File: config.mk
export PLATFORM = sky130hd
export DESIGN_NAME = apb_acc_top
export DESIGN_NICKNAME = d
export VERILOG_FILES = /design/src/hdl/acc_pkg.sv /design/src/hdl/acc_ifs.sv /design/src/hdl/apb_regs.sv /design/src/hdl/fir_filter.sv /design/src/hdl/result_fifo.sv /design/src/hdl/apb_acc_top.sv
export SDC_FILE = /design/constraint.sdc
export NUM_CORES = 2
export LEC_CHECK = 0
export ABC_CLOCK_PERIOD_IN_PS = 6400
export BUFFER_PORTS_ARGS = -buffer_cell sky130_fd_sc_hd__buf_2
export CORE_AREA = 2 2 475 477
export DETAILED_ROUTE_END_ITERATION = 8
export DIE_AREA = 0 0 477 479
export PLACE_DENSITY = 0.61
export SLEW_MARGIN = 20
export SYNTH_ARGS = -nofsm -noshare
export SYNTH_HDL_FRONTEND = slang
export SYNTH_HIERARCHICAL = 1
export SYNTH_SLANG_ARGS = --single-unit
File: constraint.sdc
create_clock -name i_clk -period 6.4 [get_ports i_clk]
set_input_delay 0 -clock i_clk [delete_from_list [all_inputs] [get_ports i_clk]]
set_output_delay 0 -clock i_clk [all_outputs]
set_load 0.005 [all_outputs]
File: src/hdl/acc_pkg.sv
`default_nettype none

package acc_pkg;

  // bus geometry
  localparam int APB_ADDR_WIDTH = 12;
  localparam int APB_DATA_WIDTH = 32;

  // word index, taken from paddr[11:2]
  typedef enum logic [9:0] {
    REG_ACC_IN  = 10'd1,
    REG_ACC_OUT = 10'd2,
    REG_CONFIG  = 10'd3,
    REG_STATUS  = 10'd5,
    REG_NTAPS   = 10'd6,
    REG_TAP_0   = 10'd7,
    REG_TAP_1   = 10'd8,
    REG_TAP_2   = 10'd9,
    REG_TAP_3   = 10'd10,
    REG_TAP_4   = 10'd11,
    REG_TAP_5   = 10'd12,
    REG_TAP_6   = 10'd13,
    REG_TAP_7   = 10'd14
  } reg_addr_e;

  // bits of REG_CONFIG
  localparam int CFG_FILTER_CLEAR = 0;
  localparam int CFG_FIFO_CLEAR   = 1;
  localparam int CFG_FIFO_EN      = 2;

  // bits of REG_STATUS
  localparam int STAT_EMPTY    = 0;
  localparam int STAT_FULL     = 1;
  localparam int STAT_OVERFLOW = 2;

  localparam logic [APB_DATA_WIDTH-1:0] READ_UNMAPPED = '1;

endpackage

`default_nettype wire

File: src/hdl/acc_ifs.sv
`timescale 1ns/100ps
`default_nettype none

// filter configuration and sample input, owned by the register block
interface fir_cfg_if #(
  parameter int NTAPS = 8,
  parameter int IW    = 12
);
  localparam int NW = $clog2(NTAPS + 1);

  logic signed [IW-1:0] taps [NTAPS];
  logic [NW-1:0]        ntaps;
  logic signed [IW-1:0] sample;
  logic                 sample_stb;
  logic                 filter_clear;

  modport regs   (output taps, ntaps, sample, sample_stb, filter_clear);
  modport filter (input  taps, ntaps, sample, sample_stb, filter_clear);
endinterface

// result path from the filter through the FIFO to the register block
interface result_if #(
  parameter int WIDTH = 31
);
  logic             push;
  logic [WIDTH-1:0] data;
  logic             pop;
  logic             clear;
  logic             en;
  logic [WIDTH-1:0] head;
  logic             empty;
  logic             full;
  logic             overflow;

  modport producer (output push, data);
  modport consumer (output pop, clear, en, input head, empty, full, overflow);
  modport fifo     (input push, data, pop, clear, en, output head, empty, full, overflow);
endinterface

`default_nettype wire

File: src/hdl/apb_regs.sv
`timescale 1ns/100ps
`default_nettype none

module apb_regs #(
  parameter int NTAPS = 8,
  parameter int IW    = 12
) (
  input  wire logic                                i_clk,
  input  wire logic                                i_reset,
  input  wire logic [acc_pkg::APB_ADDR_WIDTH-1:0]  i_paddr,
  input  wire logic [acc_pkg::APB_DATA_WIDTH-1:0]  i_pwdata,
  input  wire logic                                i_pwrite,
  input  wire logic                                i_psel,
  input  wire logic                                i_penable,
  output logic      [acc_pkg::APB_DATA_WIDTH-1:0]  o_prdata,
  fir_cfg_if.regs                                  cfg,
  result_if.consumer                               res
);

  localparam int AW = acc_pkg::APB_ADDR_WIDTH;
  localparam int DW = acc_pkg::APB_DATA_WIDTH;
  localparam int NW = $clog2(NTAPS + 1);

  logic [2:0]           cfg_q;
  logic [NW-1:0]        ntaps_q;
  logic signed [IW-1:0] tap_q [NTAPS];
  logic [AW-3:0]        word_raw;
  acc_pkg::reg_addr_e   word_idx;
  logic                 wr_acc;
  logic                 rd_acc;
  logic                 ntaps_ok;

  // word addressed, byte offset ignored
  assign word_raw = i_paddr[AW-1:2];
  assign word_idx = acc_pkg::reg_addr_e'(word_raw);

  assign wr_acc = i_psel & i_penable & i_pwrite;
  assign rd_acc = i_psel & i_penable & ~i_pwrite;

  // only 1..NTAPS is a legal tap count
  assign ntaps_ok = (i_pwdata >= DW'(1)) && (i_pwdata <= DW'(NTAPS));

  always_ff @(posedge i_clk or posedge i_reset)
  begin
    if (i_reset)
    begin
      cfg_q   <= '0;
      ntaps_q <= NW'(NTAPS);
      for (int k = 0; k < NTAPS; k++)
        tap_q[k] <= '0;
    end
    else if (wr_acc)
    begin
      case (word_idx)
        acc_pkg::REG_CONFIG:
        begin
          cfg_q[acc_pkg::CFG_FILTER_CLEAR] <= i_pwdata[acc_pkg::CFG_FILTER_CLEAR];
          cfg_q[acc_pkg::CFG_FIFO_CLEAR]   <= i_pwdata[acc_pkg::CFG_FIFO_CLEAR];
          cfg_q[acc_pkg::CFG_FIFO_EN]      <= i_pwdata[acc_pkg::CFG_FIFO_EN];
        end
        acc_pkg::REG_NTAPS:
        begin
          if (ntaps_ok)
            ntaps_q <= i_pwdata[NW-1:0];
        end
        default:
        begin
          // tap registers sit in a contiguous block
          for (int k = 0; k < NTAPS; k++)
            if (word_raw == 10'(acc_pkg::REG_TAP_0) + 10'(k))
              tap_q[k] <= i_pwdata[IW-1:0];
        end
      endcase
    end
  end

  // filter side
  assign cfg.taps         = tap_q;
  assign cfg.ntaps        = ntaps_q;
  assign cfg.sample       = i_pwdata[IW-1:0];
  assign cfg.sample_stb   = wr_acc && (word_idx == acc_pkg::REG_ACC_IN);
  assign cfg.filter_clear = cfg_q[acc_pkg::CFG_FILTER_CLEAR];

  // fifo side, the pop lands on the same edge that ends the read
  assign res.pop   = rd_acc && (word_idx == acc_pkg::REG_ACC_OUT);
  assign res.clear = cfg_q[acc_pkg::CFG_FIFO_CLEAR];
  assign res.en    = cfg_q[acc_pkg::CFG_FIFO_EN];

  always_comb
  begin
    o_prdata = acc_pkg::READ_UNMAPPED;
    case (word_idx)
      acc_pkg::REG_ACC_OUT:
        o_prdata = DW'($signed(res.head));
      acc_pkg::REG_CONFIG:
        o_prdata = DW'(cfg_q);
      acc_pkg::REG_STATUS:
      begin
        o_prdata = '0;
        o_prdata[acc_pkg::STAT_EMPTY]    = res.empty;
        o_prdata[acc_pkg::STAT_FULL]     = res.full;
        o_prdata[acc_pkg::STAT_OVERFLOW] = res.overflow;
      end
      acc_pkg::REG_NTAPS:
        o_prdata = DW'(ntaps_q);
      default:
      begin
        for (int k = 0; k < NTAPS; k++)
          if (word_raw == 10'(acc_pkg::REG_TAP_0) + 10'(k))
            o_prdata = DW'(tap_q[k]);
      end
    endcase
  end

endmodule

`default_nettype wire

File: src/hdl/fir_filter.sv
`timescale 1ns/100ps
`default_nettype none

module fir_filter #(
  parameter int NTAPS = 8,
  parameter int IW    = 12
) (
  input  wire logic   i_clk,
  input  wire logic   i_reset,
  fir_cfg_if.filter   cfg,
  result_if.producer  res
);

  localparam int PW = 2 * IW;
  localparam int OW = 2 * IW + 7;

  logic signed [IW-1:0] dly   [NTAPS];
  logic signed [IW-1:0] x_in  [NTAPS];
  logic signed [PW-1:0] prod  [NTAPS];
  logic signed [OW-1:0] sum_d;
  logic signed [OW-1:0] sum_q;
  logic [1:0]           vld;

  // line contents as they look once the new sample is shifted in
  always_comb
  begin
    x_in[0] = cfg.sample;
    for (int k = 1; k < NTAPS; k++)
      x_in[k] = dly[k-1];
  end

  always_ff @(posedge i_clk or posedge i_reset)
  begin
    if (i_reset)
    begin
      vld <= '0;
      for (int k = 0; k < NTAPS; k++)
        dly[k] <= '0;
    end
    else if (cfg.filter_clear)
    begin
      vld <= '0;
      for (int k = 0; k < NTAPS; k++)
        dly[k] <= '0;
    end
    else
    begin
      vld <= {vld[0], cfg.sample_stb};
      if (cfg.sample_stb)
        dly <= x_in;
    end
  end

  // stage 1, products formed on the shift edge, unused taps give zero
  always_ff @(posedge i_clk)
  begin
    if (cfg.sample_stb)
    begin
      for (int k = 0; k < NTAPS; k++)
      begin
        if (k < cfg.ntaps)
          prod[k] <= cfg.taps[k] * x_in[k];
        else
          prod[k] <= '0;
      end
    end
  end

  always_comb
  begin
    sum_d = '0;
    for (int k = 0; k < NTAPS; k++)
      sum_d = sum_d + OW'(prod[k]);
  end

  // stage 2
  always_ff @(posedge i_clk)
  begin
    if (vld[0])
      sum_q <= sum_d;
  end

  assign res.push = vld[1];
  assign res.data = sum_q;

endmodule

`default_nettype wire

File: src/hdl/result_fifo.sv
`timescale 1ns/100ps
`default_nettype none

module result_fifo #(
  parameter int DEPTH = 16,
  parameter int WIDTH = 31
) (
  input  wire logic i_clk,
  input  wire logic i_reset,
  result_if.fifo    res
);

  localparam int AW = $clog2(DEPTH);

  logic [WIDTH-1:0] mem [DEPTH];
  logic [AW-1:0]    wr_ptr;
  logic [AW-1:0]    rd_ptr;
  logic [AW:0]      count;
  logic             overflow_q;
  logic             do_push;
  logic             do_pop;

  assign res.empty    = (count == '0);
  assign res.full     = (count == (AW+1)'(DEPTH));
  assign res.overflow = overflow_q;
  assign res.head     = res.empty ? '0 : mem[rd_ptr];

  // disabled fifo drops silently, only a full one flags it
  assign do_push = res.push & res.en & ~res.full & ~res.clear;
  assign do_pop  = res.pop & ~res.empty & ~res.clear;

  always_ff @(posedge i_clk or posedge i_reset)
  begin
    if (i_reset)
    begin
      wr_ptr     <= '0;
      rd_ptr     <= '0;
      count      <= '0;
      overflow_q <= 1'b0;
    end
    else if (res.clear)
    begin
      wr_ptr     <= '0;
      rd_ptr     <= '0;
      count      <= '0;
      overflow_q <= 1'b0;
    end
    else
    begin
      if (do_push)
        wr_ptr <= (wr_ptr == AW'(DEPTH - 1)) ? '0 : wr_ptr + 1'b1;
      if (do_pop)
        rd_ptr <= (rd_ptr == AW'(DEPTH - 1)) ? '0 : rd_ptr + 1'b1;
      count <= count + (AW+1)'(do_push) - (AW+1)'(do_pop);
      if (res.push && res.en && res.full)
        overflow_q <= 1'b1;
    end
  end

  always_ff @(posedge i_clk)
  begin
    if (do_push)
      mem[wr_ptr] <= res.data;
  end

endmodule

`default_nettype wire

File: src/hdl/apb_acc_top.sv
`timescale 1ns/100ps
`default_nettype none

module apb_acc_top #(
  parameter int NTAPS      = 8,
  parameter int IW         = 12,
  parameter int FIFO_DEPTH = 16
) (
  input  wire logic                                i_clk,
  input  wire logic                                i_reset,
  input  wire logic [acc_pkg::APB_ADDR_WIDTH-1:0]  i_paddr,
  input  wire logic [acc_pkg::APB_DATA_WIDTH-1:0]  i_pwdata,
  input  wire logic                                i_pwrite,
  input  wire logic                                i_psel,
  input  wire logic                                i_penable,
  output logic      [acc_pkg::APB_DATA_WIDTH-1:0]  o_prdata,
  output logic                                     o_pready,
  output logic                                     o_pslverr
);

  // full precision result width
  localparam int OW = 2 * IW + 7;

  fir_cfg_if #(.NTAPS(NTAPS), .IW(IW)) cfg_bus ();
  result_if  #(.WIDTH(OW))             res_bus ();

  // no wait states, no error responses
  assign o_pready  = 1'b1;
  assign o_pslverr = 1'b0;

  apb_regs #(
    .NTAPS (NTAPS),
    .IW    (IW)
  ) u_regs (
    .i_clk     (i_clk),
    .i_reset   (i_reset),
    .i_paddr   (i_paddr),
    .i_pwdata  (i_pwdata),
    .i_pwrite  (i_pwrite),
    .i_psel    (i_psel),
    .i_penable (i_penable),
    .o_prdata  (o_prdata),
    .cfg       (cfg_bus.regs),
    .res       (res_bus.consumer)
  );

  fir_filter #(
    .NTAPS (NTAPS),
    .IW    (IW)
  ) u_filter (
    .i_clk   (i_clk),
    .i_reset (i_reset),
    .cfg     (cfg_bus.filter),
    .res     (res_bus.producer)
  );

  result_fifo #(
    .DEPTH (FIFO_DEPTH),
    .WIDTH (OW)
  ) u_fifo (
    .i_clk   (i_clk),
    .i_reset (i_reset),
    .res     (res_bus.fifo)
  );

endmodule

`default_nettype wire

After elaboration in Yosys (flattened, before gate mapping)
Memory sizes are Yosys's and may differ from the RTL's.
Index checks and enable logic that the tools add are counted.
{"block": "totals", "reg_bits": 234, "ramBits": 688, "in_bits": 49, "out_inout_bits": 34, "wordCells": 192, "memories": 2}
{"block": "classes", "n_addsub": 11, "mul": 8, "n_lt_le_gt_ge": 10, "eq_ne": 16, "mux": 80, "n_bitwise": 21, "n_reduce_logical": 21}
{"name": "u_fifo.mem", "depth": 16, "width": 31, "read_ports": 1, "rd_clocked_by_memory_dff": 0, "wr": 1, "line": "result_fifo.sv:15", "source": "logic [WIDTH-1:0] mem [DEPTH];"}
{"name": "u_filter.prod", "depth": 8, "width": 24, "read_ports": 8, "rd_clocked_by_memory_dff": 0, "wr": 8, "line": "fir_filter.sv:19", "source": "logic signed [PW-1:0] prod [NTAPS];"}
{"op": "32-bit 2-to-1 mux", "n": 8}
{"op": "12-bit by 12-bit multiplier with 24-bit output", "n": 8}
{"op": "24-bit 2-to-1 mux", "n": 8}
{"op": "96-bit 2-to-1 mux", "n": 2}
{"op": "31-bit by 24-bit adder with 31-bit output", "n": 5}
{"op": "32-bit one-hot mux with 4 select lines", "n": 1}
{"op": "10-bit by 4-bit equality test with 1-bit output, second input constant", "n": 7}
{"op": "1-bit 2-to-1 mux", "n": 52}
{"op": "32-bit by 1-bit greater-or-equal comparator with 1-bit output, second input constant", "n": 1}
{"op": "32-bit by 4-bit <= comparator with 1-bit output, second input constant", "n": 1}
{"op": "31-bit 2-to-1 mux", "n": 1}
{"op": "10-bit by 3-bit equality test with 1-bit output, second input constant", "n": 3}
{"op": "3-bit AND reduction", "n": 9}
{"op": "25-bit by 24-bit adder with 26-bit output", "n": 1}
{"op": "24-bit by 24-bit adder with 25-bit output", "n": 1}
{"op": "4-bit 2-to-1 mux", "n": 6}
{"op": "10-bit by 2-bit equality test with 1-bit output, second input constant", "n": 2}
{"op": "3-bit by 4-bit less-than comparator with 1-bit output, first input constant", "n": 4}
{"op": "10-bit by 1-bit equality test with 1-bit output, second input constant", "n": 1}
{"op": "4-bit by 1-bit adder with 4-bit output, second input constant", "n": 2}
{"op": "1-bit AND", "n": 8}
{"op": "4-bit equality test, second input constant", "n": 2}
{"op": "1-bit by 4-bit less-than comparator with 1-bit output, first input constant", "n": 2}
{"op": "2-bit by 4-bit less-than comparator with 1-bit output, first input constant", "n": 2}
{"op": "12 further kinds", "n": 30}

Logic depth before layout (Yosys ltp)
{"block": "depth", "word_depth": 10, "ltp_mapped": 22, "ltp_nobuf": 20}

Hierarchy
The synthesis kept the hierarchy.
{"mod": "fir_filter", "instances": 1, "cells_each": 6197, "area_each_um2": 58970.3, "seq_area_each_um2": 8608.3}
{"mod": "result_fifo", "instances": 1, "cells_each": 882, "area_each_um2": 19717.7, "seq_area_each_um2": 15244.6}
{"mod": "apb_regs", "instances": 1, "cells_each": 513, "area_each_um2": 5784.3, "seq_area_each_um2": 2578.7}
{"mod": "apb_acc_top", "instances": 1, "cells_each": 4, "area_each_um2": 22.5, "seq_area_each_um2": 0.0}

Worst setup path after synthesis
Ideal clock, no wire load.
{"block": "synth_timing", "path_type": "register -> register", "from": "register u_regs.tap_q, in the netlist u_regs/cfg.taps[23]", "to": "memory u_filter/prod[1][68] in the netlist's numbering, data pin", "setup_time_ps": 255, "arrival_ps": 5249, "required_time_ps": 6145, "path_slack_ps": 895, "path_stages_with_launch": 21, "n_path_buf": 1, "synth_period_minus_slack_ps": 5505, "path_cell_list": "dfrtp_1 -> clkbuf_1 -> nand2_1 -> fa_1 -> inv_1 -> ha_1 -> inv_1 -> fa_1 -> inv_1 -> fa_1 -> inv_1 -> fa_1 -> inv_1 -> ha_1 -> or3_1 -> o21ai_0 -> o31ai_1 -> and2_1 -> o21a_1 -> or3_1 -> and3b_1"}
{"item": "start, declared", "line": "apb_regs.sv:26", "source": "logic signed [IW-1:0] tap_q [NTAPS];"}
{"item": "start signal, assigned by index", "line": "apb_regs.sv:71", "source": "tap_q[k] <= i_pwdata[IW-1:0];"}
{"item": "end, declared", "line": "fir_filter.sv:19"}

==> flow_metrics.env <==
export IMPL_vias_per_cell=5.135
export IMPL_dieArea_um2=228500
export IMPL_cts_tree="done"
export IMPL_cp_num_buf_inv=4
export IMPL_floorplan_rows=174
export IMPL_pin_count=83
export IMPL_yosysMostFrequentCell="inv_1"
export IMPL_cap_violations=0
export IMPL_hp_class="in2async"
export IMPL_synth_top_cell_area_share=0.2969
export IMPL_syn_area_um2=84490
export IMPL_synthTopCellsByCount="inv_1, fa_1, nand2_1, edfxtp_1, ha_1"
export IMPL_drt_wl_total_um=227400
export IMPL_ant_nets=0
export IMPL_fin_nets=9365
export IMPL_start_kind="register"
export IMPL_seq_area_frac_synth=0.3128
export IMPL_final_setup_tns_ns=0
export IMPL_fill_cells=21100
export IMPL_fin_util=0.4121
export IMPL_grt_pass1_wl_um=352700
export IMPL_slew_headroom=0.2216
export IMPL_crit_arrival_ns=6.52
export IMPL_reg2reg_slack_ns=0.36
export IMPL_r2r_start="u_regs/cfg.taps[93]"
export IMPL_post_route_min_period_ns=6.045
export IMPL_ctsHtreeMaxLevel=3
export IMPL_synth_edff_count=695
export IMPL_irDropWorstVdd_v=0.0002604
export IMPL_syn_inst=7596
export IMPL_period_share=0.9445
export IMPL_synth_avg_cell_area_um2=11.12
export IMPL_slew_viol_final=0
export IMPL_synth_warning_count=6
export IMPL_route_vias_total=54900
export IMPL_cts_sinks=922
export IMPL_synth_async_reset_ratio=0.2202
export IMPL_reg2reg_to="u_filter/prod[0][21]"
export IMPL_synth_flop_cell="edfxtp_1"
export IMPL_reg2reg_depth=17
export IMPL_die_height_um=479
export IMPL_hold_viol_final=0
export IMPL_drive_gt1_frac=0.09131
export IMPL_yosysUniqueCellTypes=104
export IMPL_grt_setup_unrepaired="no"
export IMPL_core_um2=223600
export IMPL_grt_pass1_vias=58920
export IMPL_drt_pass1_iterations=6
export IMPL_power_density_nw_per_um2=139.6
export IMPL_post_drt_wl_per_cell_um=21.27
export IMPL_synth_seq_cells=922
export IMPL_worstPathCellList="and2_1 > fa_1 > inv_1 > fa_1 > fa_1 > inv_1 > fa_1 > inv_1 > fa_1 > inv_1 > ha_1 > nor3_1 > a211oi_1 > o41ai_1 > o21ai_0 > xnor2_1 > nor2_1"
export IMPL_slowest_stage="dfrtp_1"
export IMPL_worstPathRequired_ns=6.87
export IMPL_crit_type="reg2reg"
export IMPL_hold_slack_ns=0.04468
export IMPL_critical_path_max_fanout=14
export IMPL_crit_family="adder cells"
export IMPL_fp_dieW_um=477
export IMPL_numCtsBuffers=98
export IMPL_cts_setup_buffers=0
export IMPL_root_buffer="clkbuf_16"
export IMPL_syn_nets=9346
export IMPL_crit_top_cell="fa_1"
export IMPL_insertion_delay_ns=0.76
export IMPL_area_growth_pct=9.055
export IMPL_antenna_found_initial=9
export IMPL_hpwl_um=173500
export IMPL_tightest_slew_ns=1.168
export IMPL_place_congestion=0.9143
export IMPL_status="finished clean"
export IMPL_clk_path_buf_depth=3
export IMPL_drt_initial_drc_count=4311
export IMPL_drc_errors=0
export IMPL_finalSetupViolCount=0
export IMPL_skew_ns=0.04086
export IMPL_yosys_area_top_type="fa_1"
export IMPL_fin_ws_ns=0.3551
export IMPL_max_stage_delay_ns=0.79
export IMPL_initial_core_util=0.3779
export IMPL_io_buffers=78
export IMPL_grt_max_degree=148
export IMPL_fmax_ghz=0.1654
export IMPL_grt_ovfl_total=0
export IMPL_path_clk_slew_ns=0.06
export IMPL_cp_end_kind="register"
export IMPL_pre_cts_ws_ns=0.4212
export IMPL_grtUsageTotal=0.2014
export IMPL_synth_area_top_cells="fa_1, edfxtp_1, inv_1, ha_1, dfrtp_1"
export IMPL_power_leakage_uw=0.04255
export IMPL_cp_depth=17
[stage by stage]
| stage | cells | area (um^2) | power, uW |
|---|---|---|---|
| global placement | 10490 | 88500 | 6955 |
| finish | 10690 | 92150 | 12860 |
| global route | 10690 | 92150 | 13230 |
| detailed placement | 10490 | 88530 | 6971 |
| CTS | 10690 | 92120 | 12960 |
| floorplan | 7596 | 84490 | 6797 |
[worst max-delay path by stage]
stage                                   start                    to  slack (ns)
after floorplan           u_regs/cfg.taps[23]  u_filter/prod[1][68]        0.90
after global placement       u_filter/dly[31]  u_filter/prod[1][68]        0.49
after detailed placement  u_regs/cfg.taps[71]  u_filter/prod[0][69]        0.42
after CTS                 u_regs/cfg.taps[71]  u_filter/prod[0][69]        0.41
after global routing         u_filter/dly[31]  u_filter/prod[1][70]        0.07
final                     u_regs/cfg.taps[93]  u_filter/prod[0][21]        0.36
[worst min-delay path: stages]
cell and delay [ns]:
dlygate4sd3_1 0.53, buf_2 0.17, inv_4 0.60
[registers in the layout (all words and copies together) (netlist names)]
| register | flops |
|---|---|
| u_fifo/wr_ptr | 4 |
| u_regs/cfg.taps | 96 |
| u_filter/vld | 2 |
| u_filter/res.data | 31 |
| u_fifo/res.overflow | 1 |
| u_filter/prod | 192 |
| u_fifo/rd_ptr | 4 |
| u_fifo/count | 5 |
| u_regs/cfg.ntaps | 4 |
| u_filter/dly | 84 |
| u_fifo/mem | 496 |
| u_regs/cfg_q | 3 |
[metal layers]
metal	up-vias	track usage	routed length, um
met5	-	0	64
met4	10	0.07017	8318
met3	339	0.03361	14990
met2	1666	0.3348	108400
met1	28820	0.2664	95570
li1	24070	-	-
[placed cells by master (no fill, tap or decap), drive strengths merged, types with 145 or more instances in the layout]
master | Yosys | final
ha | 448 | 448
inv | 1582 | 1590
nand2 | 853 | 853
a21oi | 145 | 145
edfxtp | 695 | 695
fa | 1253 | 1253
and2 | 363 | 363
nor2 | 330 | 330
buf | 75 | 239
dfrtp | 202 | 202
[final cells by class]
cell class	instances	area, um^2	share of cell area
multi-input cells	4745	50750	0.5507
flip-flops and latches	922	26440	0.2870
inverters	1590	5973	0.06482
well taps	2992	3744	0.04063
clock buffers	126	2683	0.02911
repair buffers	258	1834	0.01991
clock inverters	58	718.2	0.007794
diodes	1	2.502	0.00002716
[where the power goes]
part           total, uW  switching, uW  internal, uW
clock network       6000           2590          3420
registers           6410           24.7          6380
logic                451            299           152
total              12900           2910          9950
[cells by family (layout without fill, tap and decap cells)]
group,count (synthesis),after routing,share of synthesized area
AO/OA/AOI/OAI,549,549,0.04402
XOR/XNOR,179,179,0.01855
adder cells (fa/ha/maj),1701,1701,0.3632
buffers and inverters,1929,2032,0.08793
flip-flops,922,922,0.3128
multiplexers,364,364,0.06406
other,2,3,0.00008888
AND/OR/NAND/NOR,1950,1950,0.1093
[timing repair]
item / CTS / global route
hold buffers: 19 / 0
endpoints found under the hold margin: 147 / 0
gates resized for setup: 0 / 0
No activity file was read; power rests on OpenSTA's default activity.
